File: config.mk
export PLATFORM = sky130hd
export DESIGN_NAME = divsqrt_top
export DESIGN_NICKNAME = d
export VERILOG_FILES = /design/src/rtl/divsqrt_ctrl_pkg.sv /design/src/rtl/divsqrt_fmt_pkg.sv /design/src/rtl/divsqrt_ctrl.sv /design/src/rtl/divsqrt_iter_unit.sv /design/src/rtl/divsqrt_pipe_regs.sv /design/src/rtl/divsqrt_top.sv
export VERILOG_INCLUDE_DIRS = /design/src /design/src/include
export SDC_FILE = /design/constraint.sdc
export NUM_CORES = 1
export LEC_CHECK = 0
export BUFFER_PORTS_ARGS = -buffer_cell sky130_fd_sc_hd__buf_2
export CORE_ASPECT_RATIO = 1.75
export CORE_UTILIZATION = 45
export CTS_CLUSTER_DIAMETER = 40
export CTS_CLUSTER_SIZE = 20
export DETAILED_ROUTE_END_ITERATION = 8
export GPL_TIMING_DRIVEN = 0
export PLACE_DENSITY = 0.67
export SLEW_MARGIN = 20
export SYNTH_ARGS = -nofsm -noshare
export SYNTH_HDL_FRONTEND = slang
export SYNTH_HIERARCHICAL = 1
export SYNTH_SLANG_ARGS = --single-unit
File: constraint.sdc
create_clock -name clk_i -period 8.35 [get_ports clk_i]
set_input_delay 1.67 -clock clk_i [delete_from_list [all_inputs] [get_ports clk_i]]
set_output_delay 1.67 -clock clk_i [all_outputs]
set_load 0.01 [all_outputs]
File: src/include/divsqrt_macros.svh
// ---------------------------------------------------------------------
// Divide/sqrt wrapper global defines
// Operand and tag widths, default depths of the elastic pipelines
// ---------------------------------------------------------------------
`ifndef DIVSQRT_MACROS_SVH
`define DIVSQRT_MACROS_SVH

// Widest supported format, FP64
`define DIVSQRT_WIDTH 64

// Transaction tag width
`define DIVSQRT_TAG_W 8

// Register stages in front of the controller
`define DIVSQRT_INP_REGS 1

// Register stages behind the controller
`define DIVSQRT_OUT_REGS 1

`endif

File: src/rtl/divsqrt_ctrl_pkg.sv
// ---------------------------------------------------------------------
// Divide/sqrt control types
// Operations, FSM states, status flags and transaction tags
// ---------------------------------------------------------------------
`include "divsqrt_macros.svh"

package divsqrt_ctrl_pkg;

  // Anything but DIV runs a square root
  typedef enum logic {
    DIV  = 1'b0,
    SQRT = 1'b1
  } operation_e;

  // Flags, divide-by-zero in the upper bit
  typedef logic [1:0] status_t;

  localparam int unsigned STATUS_DZ = 1;  // Divide by zero
  localparam int unsigned STATUS_NX = 0;  // Nonzero remainder

  typedef logic [`DIVSQRT_TAG_W-1:0] tag_t;

  // Controller states
  typedef enum logic [1:0] {IDLE, BUSY, HOLD} fsm_state_e;

endpackage

File: src/rtl/divsqrt_fmt_pkg.sv
// ---------------------------------------------------------------------
// Divide/sqrt format types
// Destination formats, engine format codes and operand words
// ---------------------------------------------------------------------
`include "divsqrt_macros.svh"

package divsqrt_fmt_pkg;

  // Destination format, fpnew encoding order
  typedef enum logic [2:0] {
    FP32 = 3'd0,
    FP64 = 3'd1,
    FP16 = 3'd2
  } fp_format_e;

  // Engine format code
  typedef logic [1:0] dsu_fmt_t;

  localparam dsu_fmt_t DSU_FMT_H = 2'b00;  // 16-bit
  localparam dsu_fmt_t DSU_FMT_S = 2'b01;  // 32-bit
  localparam dsu_fmt_t DSU_FMT_D = 2'b10;  // 64-bit

  // Operand/result word at max width
  typedef logic [`DIVSQRT_WIDTH-1:0] fp_word_t;

endpackage

File: src/rtl/divsqrt_ctrl.sv
// ---------------------------------------------------------------------
// Divide/sqrt control FSM
// Starts the engine, commits or holds results, captures the tag
// ---------------------------------------------------------------------
module divsqrt_ctrl (
  input  logic                   clk_i,
  input  logic                   rst_n_i,
  input  logic                   flush_i,
  // From input pipeline
  input  logic                   in_valid_i,
  input  divsqrt_ctrl_pkg::tag_t in_tag_i,
  output logic                   in_ready_o,
  // Engine side
  input  logic                   unit_busy_i,
  input  logic                   unit_done_i,
  output logic                   start_o,
  // To output pipeline
  output logic                   out_valid_o,
  input  logic                   out_ready_i,
  output divsqrt_ctrl_pkg::tag_t out_tag_o,
  output logic                   busy_o
);

  import divsqrt_ctrl_pkg::*;

  fsm_state_e state_q, state_d;
  tag_t       tag_q;
  logic       unit_ready;

  assign unit_ready = ~unit_busy_i;
  assign start_o    = in_valid_i & in_ready_o & ~flush_i;  // Accepted item

  always_comb begin
    in_ready_o  = 1'b0;
    out_valid_o = 1'b0;
    busy_o      = 1'b0;
    state_d     = state_q;

    unique case (state_q)
      IDLE: begin
        in_ready_o = unit_ready;
        if (in_valid_i && unit_ready) begin
          state_d = BUSY;
        end
      end
      BUSY: begin
        busy_o = 1'b1;  // Operation in flight
        if (unit_done_i) begin
          out_valid_o = 1'b1;  // Try to commit
          if (out_ready_i) begin
            state_d    = IDLE;
            in_ready_o = unit_ready;  // Take next while committing
            if (in_valid_i && unit_ready) begin
              state_d = BUSY;
            end
          end else begin
            state_d = HOLD;  // Downstream stalls
          end
        end
      end
      // Engine keeps its result until the next start
      HOLD: begin
        busy_o      = 1'b1;
        out_valid_o = 1'b1;
        if (out_ready_i) begin
          state_d = IDLE;
          if (in_valid_i && unit_ready) begin
            in_ready_o = 1'b1;
            state_d    = BUSY;
          end
        end
      end
      default: state_d = IDLE;
    endcase

    // Flush overrides everything
    if (flush_i) begin
      busy_o      = 1'b0;
      out_valid_o = 1'b0;
      state_d     = IDLE;
    end
  end

  always_ff @(posedge clk_i or negedge rst_n_i) begin
    if (!rst_n_i) begin
      state_q <= IDLE;
    end else begin
      state_q <= state_d;
    end
  end

  // Tag follows the operation from its start
  always_ff @(posedge clk_i) begin
    if (start_o) begin
      tag_q <= in_tag_i;
    end
  end

  assign out_tag_o = tag_q;

endmodule

File: src/rtl/divsqrt_iter_unit.sv
// ---------------------------------------------------------------------
// Radix-2 iterative divide/sqrt engine
// Integer quotient or root at 16/32/64-bit width, NaN-boxed result
// One result bit per cycle, plus a final cycle for result and flags
// ---------------------------------------------------------------------
`include "divsqrt_macros.svh"

module divsqrt_iter_unit (
  input  logic                         clk_i,
  input  logic                         rst_n_i,
  input  logic                         flush_i,
  input  logic                         start_i,  // Latch operands, begin
  input  divsqrt_ctrl_pkg::operation_e op_i,
  input  divsqrt_fmt_pkg::fp_format_e  fmt_i,
  input  divsqrt_fmt_pkg::fp_word_t    opa_i,    // Dividend or radicand
  input  divsqrt_fmt_pkg::fp_word_t    opb_i,    // Divisor
  output logic                         busy_o,
  output logic                         done_o,   // Level, cleared by start
  output divsqrt_fmt_pkg::fp_word_t    result_o,
  output divsqrt_ctrl_pkg::status_t    status_o
);

  import divsqrt_fmt_pkg::*;
  import divsqrt_ctrl_pkg::*;

  localparam int unsigned W    = `DIVSQRT_WIDTH;
  localparam int unsigned CntW = $clog2(W) + 1;

  // Width in bits of an engine format
  function automatic logic [CntW-1:0] fmt_bits(dsu_fmt_t fmt);
    logic [CntW-1:0] bits;
    unique case (fmt)
      DSU_FMT_H: bits = CntW'(16);
      DSU_FMT_S: bits = CntW'(32);
      DSU_FMT_D: bits = CntW'(64);
      default:   bits = CntW'(W);
    endcase
    return bits;
  endfunction

  // -------------------------------------------------------------------
  // Format translation and operand extraction
  // -------------------------------------------------------------------
  dsu_fmt_t        dsu_fmt;
  logic [CntW-1:0] start_bits;
  logic [CntW-1:0] start_iters;

  always_comb begin
    unique case (fmt_i)
      FP64:    dsu_fmt = DSU_FMT_D;
      FP32:    dsu_fmt = DSU_FMT_S;
      FP16:    dsu_fmt = DSU_FMT_H;
      default: dsu_fmt = DSU_FMT_D;  // Max width
    endcase
  end

  assign start_bits  = fmt_bits(dsu_fmt);
  // Sqrt yields one root bit per two operand bits
  assign start_iters = (op_i == DIV) ? start_bits : (start_bits >> 1);

  // -------------------------------------------------------------------
  // Iteration datapath
  // -------------------------------------------------------------------
  logic            busy_q;
  logic            done_q;
  logic            is_div_q;
  dsu_fmt_t        fmt_q;
  logic [CntW-1:0] cnt_q;     // Iterations left
  logic [W-1:0]    src_q;     // Operand a, MSB aligned, shifts out
  logic [W-1:0]    dvs_q;     // Divisor, zero-extended
  logic [W-1:0]    quo_q;     // Quotient or root bits
  logic [W:0]      rem_q;     // Partial remainder
  fp_word_t        result_q;
  status_t         status_q;

  logic [W:0]   partial;
  logic [W:0]   trial;
  logic [W:0]   diff;
  logic         ge;
  logic         div_zero;
  logic [W-1:0] box_mask;

  always_comb begin
    if (is_div_q) begin
      partial = {rem_q[W-1:0], src_q[W-1]};    // Bring down one bit
      trial   = {1'b0, dvs_q};
    end else begin
      partial = {rem_q[W-2:0], src_q[W-1 -: 2]};  // Bring down a bit pair
      trial   = {quo_q[W-2:0], 2'b01};         // 4*root + 1
    end
  end

  assign ge       = (partial >= trial);  // Restoring step succeeds
  assign diff     = partial - trial;
  assign div_zero = is_div_q & (dvs_q == '0);
  assign box_mask = {W{1'b1}} << fmt_bits(fmt_q);  // Ones above width

  // Control state
  always_ff @(posedge clk_i or negedge rst_n_i) begin
    if (!rst_n_i) begin
      busy_q <= 1'b0;
      done_q <= 1'b0;
      cnt_q  <= '0;
    end else if (flush_i) begin
      busy_q <= 1'b0;
      done_q <= 1'b0;
      cnt_q  <= '0;
    end else if (start_i) begin
      busy_q <= 1'b1;
      done_q <= 1'b0;
      cnt_q  <= start_iters;
    end else if (busy_q) begin
      if (cnt_q == '0) begin
        busy_q <= 1'b0;  // Final cycle done
        done_q <= 1'b1;
      end else begin
        cnt_q <= cnt_q - 1'b1;
      end
    end
  end

  // Operand latch, iterations, result and flags
  always_ff @(posedge clk_i) begin
    if (start_i) begin
      is_div_q <= (op_i == DIV);
      fmt_q    <= dsu_fmt;
      src_q    <= opa_i << (CntW'(W) - start_bits);  // Upper bits drop out
      dvs_q    <= opb_i & ~({W{1'b1}} << start_bits);
      quo_q    <= '0;
      rem_q    <= '0;
    end else if (busy_q && cnt_q != '0) begin
      src_q <= is_div_q ? (src_q << 1) : (src_q << 2);
      rem_q <= ge ? diff : partial;
      quo_q <= {quo_q[W-2:0], ge};
    end else if (busy_q) begin
      // Zero divisor gives all ones within the width
      result_q            <= quo_q | box_mask;
      status_q[STATUS_DZ] <= div_zero;
      status_q[STATUS_NX] <= (rem_q != '0) & ~div_zero;
    end
  end

  assign busy_o   = busy_q;
  assign done_o   = done_q;
  assign result_o = result_q;  // Held until next start
  assign status_o = status_q;

endmodule

File: src/rtl/divsqrt_pipe_regs.sv
// ---------------------------------------------------------------------
// Elastic register pipeline
// Chain of valid/ready stages with a flush, bubbles get popped
// ---------------------------------------------------------------------
module divsqrt_pipe_regs #(
  parameter int unsigned NumRegs   = 1,
  parameter int unsigned DataWidth = 8
) (
  input  logic                 clk_i,
  input  logic                 rst_n_i,
  input  logic                 flush_i,
  // Upstream side
  input  logic                 valid_i,
  output logic                 ready_o,
  input  logic [DataWidth-1:0] data_i,
  // Downstream side
  output logic                 valid_o,
  input  logic                 ready_i,
  output logic [DataWidth-1:0] data_o
);

  if (NumRegs == 0) begin : gen_bypass
    assign valid_o = valid_i;  // Pure pass-through
    assign ready_o = ready_i;
    assign data_o  = data_i;
  end else begin : gen_stages
    logic [NumRegs-1:0]   valid_q;
    logic [DataWidth-1:0] data_q [NumRegs];
    logic [NumRegs-1:0]   load;  // Stage may take a new item

    // Stage advances if the next one is ready or only holds a bubble
    always_comb begin
      load[NumRegs-1] = ready_i | ~valid_q[NumRegs-1];
      for (int i = int'(NumRegs) - 2; i >= 0; i--) begin
        load[i] = load[i+1] | ~valid_q[i];
      end
    end

    // Valids, flush wins over any move
    always_ff @(posedge clk_i or negedge rst_n_i) begin
      if (!rst_n_i) begin
        valid_q <= '0;
      end else if (flush_i) begin
        valid_q <= '0;
      end else begin
        if (load[0]) begin
          valid_q[0] <= valid_i;
        end
        for (int i = 1; i < NumRegs; i++) begin
          if (load[i]) begin
            valid_q[i] <= valid_q[i-1];
          end
        end
      end
    end

    // Payload only moves with a valid item
    always_ff @(posedge clk_i) begin
      if (load[0] && valid_i) begin
        data_q[0] <= data_i;
      end
      for (int i = 1; i < NumRegs; i++) begin
        if (load[i] && valid_q[i-1]) begin
          data_q[i] <= data_q[i-1];
        end
      end
    end

    assign ready_o = load[0];
    assign valid_o = valid_q[NumRegs-1];  // Last stage faces downstream
    assign data_o  = data_q[NumRegs-1];
  end

endmodule

File: src/rtl/divsqrt_top.sv
// ---------------------------------------------------------------------
// Multi-format divide/sqrt wrapper
// Input pipeline, control FSM, iterative engine, output pipeline
// ---------------------------------------------------------------------
`include "divsqrt_macros.svh"

module divsqrt_top #(
  parameter int unsigned NumInpRegs = `DIVSQRT_INP_REGS,
  parameter int unsigned NumOutRegs = `DIVSQRT_OUT_REGS
) (
  input  logic                            clk_i,
  input  logic                            rst_n_i,
  input  logic                            flush_i,
  // Input handshake and payload
  input  logic                            in_valid_i,
  output logic                            in_ready_o,
  input  divsqrt_fmt_pkg::fp_word_t [1:0] operands_i,
  input  divsqrt_ctrl_pkg::operation_e    op_i,
  input  divsqrt_fmt_pkg::fp_format_e     dst_fmt_i,
  input  divsqrt_ctrl_pkg::tag_t          tag_i,
  // Output handshake and payload
  output logic                            out_valid_o,
  input  logic                            out_ready_i,
  output divsqrt_fmt_pkg::fp_word_t       result_o,
  output divsqrt_ctrl_pkg::status_t       status_o,
  output divsqrt_ctrl_pkg::tag_t          tag_o,
  output logic                            busy_o
);

  import divsqrt_fmt_pkg::*;
  import divsqrt_ctrl_pkg::*;

  localparam int unsigned WordW = $bits(fp_word_t);
  localparam int unsigned OpW   = $bits(operation_e);
  localparam int unsigned FmtW  = $bits(fp_format_e);
  localparam int unsigned TagW  = $bits(tag_t);
  localparam int unsigned StatW = $bits(status_t);
  localparam int unsigned InpW  = 2 * WordW + OpW + FmtW + TagW;
  localparam int unsigned OutW  = WordW + StatW + TagW;

  // -------------------------------------------------------------------
  // Input pipeline
  // -------------------------------------------------------------------
  logic              inp_valid_q;
  logic              inp_ready;       // From controller accept
  logic              inp_pipe_ready;  // Pipe entry can take an item
  logic [InpW-1:0]   inp_data;
  logic [InpW-1:0]   inp_data_q;
  fp_word_t [1:0]    operands_q;
  operation_e        op_q;
  fp_format_e        fmt_q;
  tag_t              tag_q;

  assign inp_data = {operands_i, op_i, dst_fmt_i, tag_i};

  divsqrt_pipe_regs #(
    .NumRegs   ( NumInpRegs ),
    .DataWidth ( InpW       )
  ) i_inp_pipe (
    .clk_i   ( clk_i          ),
    .rst_n_i ( rst_n_i        ),
    .flush_i ( flush_i        ),
    .valid_i ( in_valid_i     ),
    .ready_o ( inp_pipe_ready ),
    .data_i  ( inp_data       ),
    .valid_o ( inp_valid_q    ),
    .ready_i ( inp_ready      ),
    .data_o  ( inp_data_q     )
  );

  // Nothing is taken while reset holds
  assign in_ready_o = inp_pipe_ready & rst_n_i;

  // Unpack the far end of the pipe
  assign operands_q = inp_data_q[InpW-1 -: 2*WordW];
  assign op_q       = operation_e'(inp_data_q[FmtW+TagW +: OpW]);
  assign fmt_q      = fp_format_e'(inp_data_q[TagW +: FmtW]);
  assign tag_q      = inp_data_q[TagW-1:0];

  // -------------------------------------------------------------------
  // Controller and engine
  // -------------------------------------------------------------------
  logic     unit_start;
  logic     unit_busy;
  logic     unit_done;
  fp_word_t unit_result;
  status_t  unit_status;
  logic     ctrl_out_valid;
  logic     ctrl_out_ready;
  tag_t     ctrl_out_tag;
  logic     ctrl_busy;

  divsqrt_ctrl i_ctrl (
    .clk_i       ( clk_i          ),
    .rst_n_i     ( rst_n_i        ),
    .flush_i     ( flush_i        ),
    .in_valid_i  ( inp_valid_q    ),
    .in_tag_i    ( tag_q          ),
    .in_ready_o  ( inp_ready      ),
    .unit_busy_i ( unit_busy      ),
    .unit_done_i ( unit_done      ),
    .start_o     ( unit_start     ),
    .out_valid_o ( ctrl_out_valid ),
    .out_ready_i ( ctrl_out_ready ),
    .out_tag_o   ( ctrl_out_tag   ),
    .busy_o      ( ctrl_busy      )
  );

  divsqrt_iter_unit i_unit (
    .clk_i    ( clk_i         ),
    .rst_n_i  ( rst_n_i       ),
    .flush_i  ( flush_i       ),
    .start_i  ( unit_start    ),
    .op_i     ( op_q          ),
    .fmt_i    ( fmt_q         ),
    .opa_i    ( operands_q[0] ),
    .opb_i    ( operands_q[1] ),
    .busy_o   ( unit_busy     ),
    .done_o   ( unit_done     ),
    .result_o ( unit_result   ),
    .status_o ( unit_status   )
  );

  // -------------------------------------------------------------------
  // Output pipeline
  // -------------------------------------------------------------------
  logic [OutW-1:0] out_data_q;

  divsqrt_pipe_regs #(
    .NumRegs   ( NumOutRegs ),
    .DataWidth ( OutW       )
  ) i_out_pipe (
    .clk_i   ( clk_i                                    ),
    .rst_n_i ( rst_n_i                                  ),
    .flush_i ( flush_i                                  ),
    .valid_i ( ctrl_out_valid                           ),
    .ready_o ( ctrl_out_ready                           ),
    .data_i  ( {unit_result, unit_status, ctrl_out_tag} ),
    .valid_o ( out_valid_o                              ),
    .ready_i ( out_ready_i                              ),
    .data_o  ( out_data_q                               )
  );

  assign result_o = out_data_q[OutW-1 -: WordW];
  assign status_o = out_data_q[TagW +: StatW];
  assign tag_o    = out_data_q[TagW-1:0];

  // Anything in flight keeps the unit busy
  assign busy_o = inp_valid_q | ctrl_busy | out_valid_o;

endmodule

### After elaboration in Yosys (flattened, before gate mapping)

Memory sizes are Yosys's and may differ from the RTL's.
Cells that the tools add are included.

| storage, ports and cells | value |
|---|---|
| RAM bits | 214 |
| register bits after elaboration | 347 |
| memories | 2 |
| input port bits | 145 |

Memories:

| name | words | bits a word | rd ports | clocked after Yosys merged registers in | wr ports | line | source |
|---|---|---|---|---|---|---|---|
| i_inp_pipe.gen_stages.data_q | 1 | 140 | 1 | 0 | 1 | divsqrt_pipe_regs.sv:28 | `logic [DataWidth-1:0] data_q [NumRegs];` |
| i_out_pipe.gen_stages.data_q | 1 | 74 | 1 | 0 | 1 | divsqrt_pipe_regs.sv:28 |  |

| cells by class | value |
|---|---|
| shift-type cells | 3 |
| mux-type cells | 47 |
| add/sub/neg operators | 3 |
| bitwise operators | 20 |
| reductions and logical operators | 22 |
| order comparisons | 1 |
| equal/unequal tests | 9 |

Operator list:

| cell | count |
|---|---|
| 65-bit two-way mux | 3 |
| 64-bit two-way mux | 3 |
| 64-bit by 7-bit left shift with 64-bit output (first input constant) | 2 |
| 65-bit greater-or-equal comparator | 1 |
| 65-bit nonzero test | 1 |
| 65-bit subtractor | 1 |
| 64-bit bitwise AND | 1 |
| 64-bit logical NOT | 1 |
| 64-bit inverter | 1 |
| 64-bit OR | 1 |
| 64-bit by 7-bit left shift with 64-bit output | 1 |
| 7-bit two-way mux | 5 |
| 7-bit one-hot mux with 2 select lines | 2 |
| 1-bit two-way mux | 25 |
| 2-bit two-way mux | 5 |
| 3-bit by 2-bit != test with 1-bit output (second input constant) | 3 |
| 1-bit inverter | 8 |
| 7-bit logical NOT | 1 |
| 7-bit nonzero test | 1 |
| 7-bit by 1-bit subtractor with 7-bit output (second input constant) | 1 |
| 7-bit subtractor (first input constant) | 1 |
| 2-bit by 1-bit == test with 1-bit output (second input constant) | 3 |
| 2-bit logical NOT | 3 |
| 2-bit one-hot mux with 3 select lines | 1 |
| other kinds (15) | 30 |

### Longest topological paths before layout

Gate-level depths: netlist of the first run.

| logic depth | value |
|---|---|
| depth after elaboration | 9 |
| mapped depth | 20 |

### Modules after synthesis

Netlist of the first run, hierarchy kept.

Modules (own cells, without submodules):

| module | cells an instance | times used | sequential area each (um^2) | area an instance (um^2) |
|---|---|---|---|---|
| divsqrt_iter_unit | 2004 | 1 | 8723.4 | 19452.4 |
| divsqrt_pipe_regs (i_inp_pipe) | 145 | 1 | 4229.1 | 4264.1 |
| divsqrt_pipe_regs (i_out_pipe) | 79 | 1 | 2247.2 | 2282.2 |
| divsqrt_ctrl | 37 | 1 | 290.3 | 499.2 |
| divsqrt_top | 2 | 1 | 0.0 | 12.5 |

### Least setup slack after synthesis of the first run

OpenSTA, ideal clock, no wires.

| timing | value |
|---|---|
| kind | in2reg |
| from | in out_ready_i |
| to | reg i_unit.rem_q[50] |
| stages | 8 |
| setup slack | -2034 ps |
| path buffers | 0 |
| arrival | 10262 ps |
| data required time | 8228 ps |
| setup time | 122 ps |
| cell sequence | nand2b_4 inv_1 o21bai_1 nor3b_1 clkinv_1 nand2_1 nor4_1 a221o_1 |

| between the ends | value |
|---|---|
| word-level cells in the longest chain between the ends | 6 |

RTL lines:

| element | line | source |
|---|---|---|
| start: declaration | divsqrt_top.sv:23 | `input logic out_ready_i,` |
| 1-bit OR (*) | divsqrt_pipe_regs.sv:33 | `load[NumRegs-1] = ready_i \| ~valid_q[NumRegs-1];` |
| 1-bit two-way mux | divsqrt_ctrl.sv:50 | `if (out_ready_i) begin` |
| 1-bit two-way mux | divsqrt_ctrl.sv:48 | `if (unit_done_i) begin` |
| 1-bit one-hot mux with 3 select lines (*) | divsqrt_ctrl.sv:39 | `unique case (state_q)` |
| 1-bit bitwise AND (*) (2 in series) | divsqrt_ctrl.sv:31 | `assign start_o = in_valid_i & in_ready_o & ~flush_i;` |
| net unit_start | divsqrt_top.sv:83 | `logic unit_start;` |
| end signal: assignment | divsqrt_iter_unit.sv:133 | `rem_q <= ge ? diff : partial;` |
| end: declaration | divsqrt_iter_unit.sv:72 | `logic [W:0] rem_q;` |

The timed path passes the listed nets; every way through them passes the cells marked *.
A chain may end at the register's enable or synchronous reset.

### Final worst setup path of the first run

| timing | value |
|---|---|
| from | reg i_unit.is_div_q |
| to | reg i_unit.rem_q[62] |

| between the ends | value |
|---|---|
| word-level cells in the longest chain between the ends | 3 |

RTL lines:

| element | line | source |
|---|---|---|
| start: declaration | divsqrt_iter_unit.sv:66 | `logic is_div_q;` |
| start signal: assignment | divsqrt_iter_unit.sv:125 | `is_div_q <= (op_i == DIV);` |
| 65-bit two-way mux | divsqrt_iter_unit.sv:84 | `if (is_div_q) begin` |
| 65-bit subtractor / 65-bit greater-or-equal comparator (equally long branches) | divsqrt_iter_unit.sv:94, divsqrt_iter_unit.sv:93 |  |
| 65-bit two-way mux (*) | divsqrt_iter_unit.sv:133 |  |

Every way passes the cells marked *; elsewhere a longest branch is shown, timed or not.

==> results of run 1 <==
==> power by group through the flow <==
stage | clock [mW] | sequential (mW) | combinational (mW)
after floorplan | 0 | 3.27 | 1.09
after global placement | 0 | 3.32 | 1.49
after detailed placement | 0 | 3.32 | 1.52
after CTS | 2.42 | 3.26 | 1.53
after global routing | 2.51 | 3.27 | 1.66
final | 2.36 | 3.26 | 1.54
==> worst paths after layout <==
kind	from	slack [ns]	endpoint
setup / recovery	i_unit/is_div_q	0.92	i_unit/rem_q[62]
min in group asynchronous	rst_n_i	0.95	i_unit/done_o
max in group asynchronous	rst_n_i	7.14	i_ctrl/state_q[1]
hold / removal	i_unit/result_o[50]	0.41	i_out_pipe/gen_stages.data_q[0][60]
setup reg to reg	i_unit/is_div_q	0.92	i_unit/rem_q[62]
hold reg to reg	i_unit/result_o[50]	0.41	i_out_pipe/gen_stages.data_q[0][60]
==> synth_stat cells (9+ instances only) <==
cell type,n
or2_2,33
nand3_1,49
nor3b_1,18
nor4_1,40
dfxtp_1,129
and2_1,40
mux2_2,65
a21oi_1,170
mux2i_1,181
inv_1,23
and3_1,9
o21bai_1,17
buf_1,10
nor3_1,20
nand2_1,250
nor2b_1,41
xnor2_1,39
ha_1,72
clkbuf_1,138
edfxtp_1,419
a21o_1,36
o211ai_1,21
nor2_1,79
nand4_1,20
xor2_1,27
dfrtp_1,13
a211oi_1,39
o21ai_0,127
nand2b_1,28
o21ai_1,9
==> stage by stage <==
| step | instances | TNS, ns | hold slack (ns) | power [mW] |
|---|---|---|---|---|
| floorplan | 2267 | 0 | 0.4003 | 4.363 |
| global placement | 3261 | -523.26 | 0.4015 | 4.816 |
| detailed placement | 3272 | 0 | 0.4045 | 4.835 |
| CTS | 3361 | 0 | 0.4138 | 7.197 |
| global route | 3363 | 0 | 0.4155 | 7.444 |
| finish | 3365 | 0 | 0.4116 | 7.153 |
==> flip-flops by register name, summed over array words and instances (netlist names) <==
| signal | flops |
|---|---|
| i_ctrl/state_q | 2 |
| i_ctrl/out_tag_o | 8 |
| i_out_pipe/valid_o | 1 |
| i_unit/busy_o | 1 |
| i_unit/src_q | 64 |
| i_inp_pipe/gen_stages.data_q | 140 |
| i_unit/fmt_q | 2 |
| i_unit/result_o | 64 |
| i_unit/status_o | 2 |
| i_unit/done_o | 1 |
| i_unit/is_div_q | 1 |
| i_unit/cnt_q | 7 |
| i_out_pipe/gen_stages.data_q | 74 |
| i_unit/rem_q | 65 |
| i_inp_pipe/valid_o | 1 |
| i_unit/quo_q | 64 |
| i_unit/dvs_q | 64 |
==> area by class of cell <==
type,instances,area (um2)
timing repair buffer,234,1331
multi-input combinational,1525,10330
antenna,2,5.005
sequential,561,15490
tap,773,967.2
buffer,156,618.1
fill,5197,27740
clock buffer,50,1230
clock inverter,39,454.2
inverter,25,96.34
==> kinds of logic (layout without fill, tap and decap cells) <==
kind of cell	after synthesis	count (layout)	synth area share
adder cells (fa/ha/maj)	73	73	0.03474
AO/OA/AOI/OAI	489	489	0.1143
XOR/XNOR	66	66	0.02181
AND/OR/NAND/NOR	651	651	0.1221
flip-flops	561	561	0.5843
other	0	2	0
buffers and inverters	181	504	0.02685
multiplexers	246	246	0.09595
==> routing by layer <==
metal	vias up	share of wire	GRT usage
met5	-	0	0
met4	0	0.073	0.1686
met1	9002	0.35	0.2539
li1	8933	-	-
met2	598	0.54	0.4743
met3	199	0.042	0.03254
==> flow_summary.ini, run 1 <==
[run_status]
status = completed

[routing]
avgViaCountPerCell = 5.567
drt_pass1_iterations = 5
avgRoutedWirePerCell_um = 22.08
routed_wl_um = 74300
detailroute.via_count = 18730
dr.first_iter.drc_count = 1176
drc = 0
ant_nets = 0

[setup_path]
critPathRequiredTime_ns = 8.81
worst-path-buf-inv = 5
worstSetupEndpointType = flop
start_kind = flop
max_stage_delay_ns = 0.83
cp.depth = 18
critPathSlowestCell = buf_1
worst-path-max-fanout = 10
cp_common_cell = clkbuf_1
rr_worst_depth = 18
critPathKind = flop to flop
critical_path_arrival_ns = 7.89
critPathTopFamily = buffers and inverters
crit_chain = clkbuf_1, clkbuf_1, buf_1, buf_1, mux2i_1, ha_1, clkbuf_1, nand3_1, nor4_1, nand4_1, a21oi_1, o21bai_1, a21oi_2, a31oi_4, o21ai_1, nor4_1, o311ai_0, o311ai_1

[global_route]
grt_max_degree = 75
antenna_found_initial = 1
grt_pass1_wl_um = 111100
grt.total_usage = 0.2518
grt.overflow.total = 0
grt_pass1_vias = 19200

[logic_synthesis]
ys_ff_latch = 561
synth-edff-count = 419
yosysWarnings = 6
synth.distinct_cells = 81
yosysSeqAreaShare = 0.5843
synth_area_mm2 = 0.02651
synth_area_leader_cell = edfxtp_1
synth_top_area_share = 0.4746
ys.flop_type = edfxtp_1
synth_nets = 2485
synth_area_leaders = edfxtp_1 (47%), dfxtp_1 (9.7%), mux2i_1 (6.8%)
synth_cells = 2267
syn_area_per_cell_um2 = 11.69
synthArstFlopShare = 0.02317

[cts]
clockBufferDepth = 3
htree_levels = 2
numCtsBuffers = 49
cts_resized = 0
cts_tree = built
cts_sinks = 561
ctsHoldBuffers = 0
worstSkewPairLatency_ns = 0.63
cts_setup_buffers = 0
clockRootBuffer = clkbuf_16
clk_pin_slew_ns = 0.08

[floorplanning]
die-area_mm2 = 0.05992
chipHeight_um = 323.1
core_mm2 = 0.05826
dieWidth_um = 185.5
start_util = 0.4550
rows = 117
ios = 222

[finish]
design_area_mm2 = 0.03052
fin_nets = 2770
final_cell_mix = edfxtp_1 (419), nand2_1 (250), buf_2 (223)
layout_commonest_cell = edfxtp_1
area_growth_pct = 15.12
postLayoutCoreUtil = 0.5238
drive_above_1_share = 0.1737

[power]
max-vdd-ir-drop_uv = 195.7
power_frac_comb = 0.215
p_int_mw = 4.969
p_sw_mw = 2.184
p_leak_nw = 11.51
switching_share = 0.3053
p_seq_frac = 0.456
power.share.clock = 0.330
power.density_mw_per_mm2 = 234.4

[job]
max_cap_violations = 0

[sta]
max_slew.worst_pin.slew_ns = 1.100
skew_ns = 0.03304
worst_slack_ns = 0.9233
rsz0062_at_grt = false
hold_violations = 0
fin_crit_sh = 0.8894
maxSlewViolCount = 0
fin_crit_ns = 7.427
fmax_mhz = 134.6
max_slew_margin = 0.2670
finalSetupViolations = 0

[placed_design]
preCtsSetupSlack_ns = 1.129
dpl-instance-area_mm2 = 0.02879
hpwl_um = 57880
routabilityCongestion = 1.011
numPortBuffers = 221

[min_path]
min_path_cells = 0
min_path_type = flop to flop
Power figures use the tool's default switching activity.
==> run 2: changes to the inputs <==
- BUFFER_PORTS_ARGS: -buffer_cell sky130_fd_sc_hd__buf_2 -> unset
- DONT_BUFFER_PORTS: unset -> 1
- PLACE_DENSITY: 0.67 -> 0.64
==> flow_summary.ini, run 2 (same netlist as run 1, synthesis figures left out) <==
[cts]
clk_pin_slew_ns = 0.08
ctsHoldBuffers = 0
cts_sinks = 561
numCtsBuffers = 49
cts_tree = built
clockRootBuffer = clkbuf_16
worstSkewPairLatency_ns = 0.61
cts_resized = 0
htree_levels = 2
clockBufferDepth = 3
cts_setup_buffers = 0

[setup_path]
critPathRequiredTime_ns = 8.81
critPathTopFamily = buffers and inverters
r2r_end = i_unit/rem_q[56]
r2r_start = i_unit/is_div_q
worstSetupEndpointType = flop
worst-path-max-fanout = 10
cp_common_cell = clkbuf_1
crit_chain = clkbuf_1, clkbuf_1, buf_1, clkbuf_1, mux2i_1, ha_1, nand3_1, o21bai_1, a211o_1, a21oi_2, a41o_2, a221oi_4, a21oi_4, o31ai_4, o21ai_2, buf_6, buf_6, mux2i_1, a21oi_1
r2r_setup_slack_ns = 1.26
critPathKind = flop to flop
rr_worst_depth = 19
critPathSlowestCell = clkbuf_1
max_stage_delay_ns = 0.87
start_kind = flop
worst-path-buf-inv = 6
critical_path_arrival_ns = 7.55

[sta]
fmax_mhz = 141.0
finalSetupViolations = 0
tns_ns = 0
rsz0062_at_grt = false
maxSlewViolCount = 0
fin_crit_ns = 7.090
hold_violations = 0
fin_crit_sh = 0.8491
max_slew_margin = 0.2491
skew_ns = 0.01744
max_slew.worst_pin.slew_ns = 1.126

[global_route]
grt_max_degree = 75
grt.total_usage = 0.2494
antenna_found_initial = 1
grt.overflow.total = 0
grt_pass1_vias = 18320
grt_pass1_wl_um = 109200

[routing]
detailroute.via_count = 17950
ant_nets = 0
routed_wl_um = 74200
avgViaCountPerCell = 5.717
avgRoutedWirePerCell_um = 23.64
dr.first_iter.drc_count = 1038
drc = 0
drt_pass1_iterations = 5

[power]
power_mw = 7.133
p_int_mw = 4.958
p_seq_frac = 0.457
power.share.clock = 0.331
p_leak_nw = 10.64
p_sw_mw = 2.175
power.density_mw_per_mm2 = 242.6
power_frac_comb = 0.212
max-vdd-ir-drop_uv = 206.2
switching_share = 0.3049

[finish]
final_cell_mix = edfxtp_1 (419), nand2_1 (250), mux2i_1 (181)
drive_above_1_share = 0.09594
fin_nets = 2548
postLayoutCoreUtil = 0.5047
top_register = i_inp_pipe/gen_stages.data_q
layoutNonFillerInstCount = 3139
layout_commonest_cell = edfxtp_1
antenna_cells = 0
area_growth_pct = 10.92
top_regs = i_inp_pipe/gen_stages.data_q x140, i_out_pipe/gen_stages.data_q x74, i_unit/rem_q x65
largest_register_ffs = 140

[floorplanning]
ios = 222
core_mm2 = 0.05826
die-area_mm2 = 0.05992
rows = 117
chipHeight_um = 323.1
dieWidth_um = 185.5
start_util = 0.4550

[min_path]
min_path_cells = 0
worstHoldEndpoint = i_out_pipe/gen_stages.data_q[0][46]
min_path_type = flop to flop
hold_path.startpoint = i_unit/result_o[36]

[job]
max_cap_violations = 0

[placed_design]
routabilityCongestion = 0.9578
hpwl_um = 58330
dp_cells = 3052
numPortBuffers = 0

[run_status]
status = completed
[run 2: changes by cell type in the layout (fill, tap and decap cells not counted), moves of 2 or more]
cell and delta:
buf_8 -3, diode_2 -2, buf_16 +2, buf_6 +2, clkinv_8 -2, clkinv_2 -2, buf_2 -221, inv_6 -2
clkinv_4 +2, buf_12 -2
[run 2: final cells by class]
cell class,instances,area (um2)
fillers,5235,28860
well taps,773,967.2
multi-input cells,1525,10330
plain buffers,156,618.1
repair buffers,12,217.7
inverters,25,96.34
clock inverters,36,444.2
flip-flops and latches,561,15490
clock buffers,51,1244
[run 2: through the flow]
step	hold slack, ns	cell area, um2	setup slack (ns)
detailed placement	0.4045	27720	1.343
global placement	0.4007	27480	-2.975
CTS	0.4174	29400	1.265
global route	0.4208	29400	0.9785
finish	0.4176	29400	1.260
floorplan	0.4003	26520	0.9594
[run 2: power groups by stage]
stage	Combinational, mW	Sequential, mW	Clock (mW)
2_1_floorplan	1.09	3.27	0
3_3_place_gp	1.46	3.33	0
3_5_place_dp	1.49	3.32	0
4_1_cts	1.50	3.26	2.42
5_1_grt	1.63	3.27	2.52
6_report	1.51	3.26	2.36
[run 2: how the worst max path moves through the flow]
stage                          from                   to  slack [ns]  depth (start not counted)
CTS                 i_unit/is_div_q     i_unit/rem_q[56]        1.26                         19
global placement        out_ready_i  i_unit/result_o[59]       -2.97                          8
finish              i_unit/is_div_q     i_unit/rem_q[56]        1.26                         19
detailed placement  i_unit/is_div_q     i_unit/rem_q[56]        1.34                         19
global route        i_unit/is_div_q     i_unit/rem_q[62]        0.98                         18
floorplan               out_ready_i      i_unit/src_q[0]        0.96                          8
[run 2: per-layer routing]
metal | vias to the layer above | global-route usage | part of all wire
met3 | 198 | 0.04064 | 0.046
met2 | 586 | 0.4691 | 0.54
li1 | 8471 | - | -
met4 | 2 | 0.1741 | 0.077
met5 | - | 0 | 0.00015
met1 | 8688 | 0.2437 | 0.34
[run 2: worst register-to-register path, delay by kind of cell (launching register included)]
family | cells | cell delay (ns)
multiplexers | 2 | 0.59
flip-flops | 1 | 0.35
buffers and inverters | 6 | 3.09
adder cells (fa/ha/maj) | 1 | 0.43
AO/OA/AOI/OAI | 9 | 2.29
AND/OR/NAND/NOR | 1 | 0.20
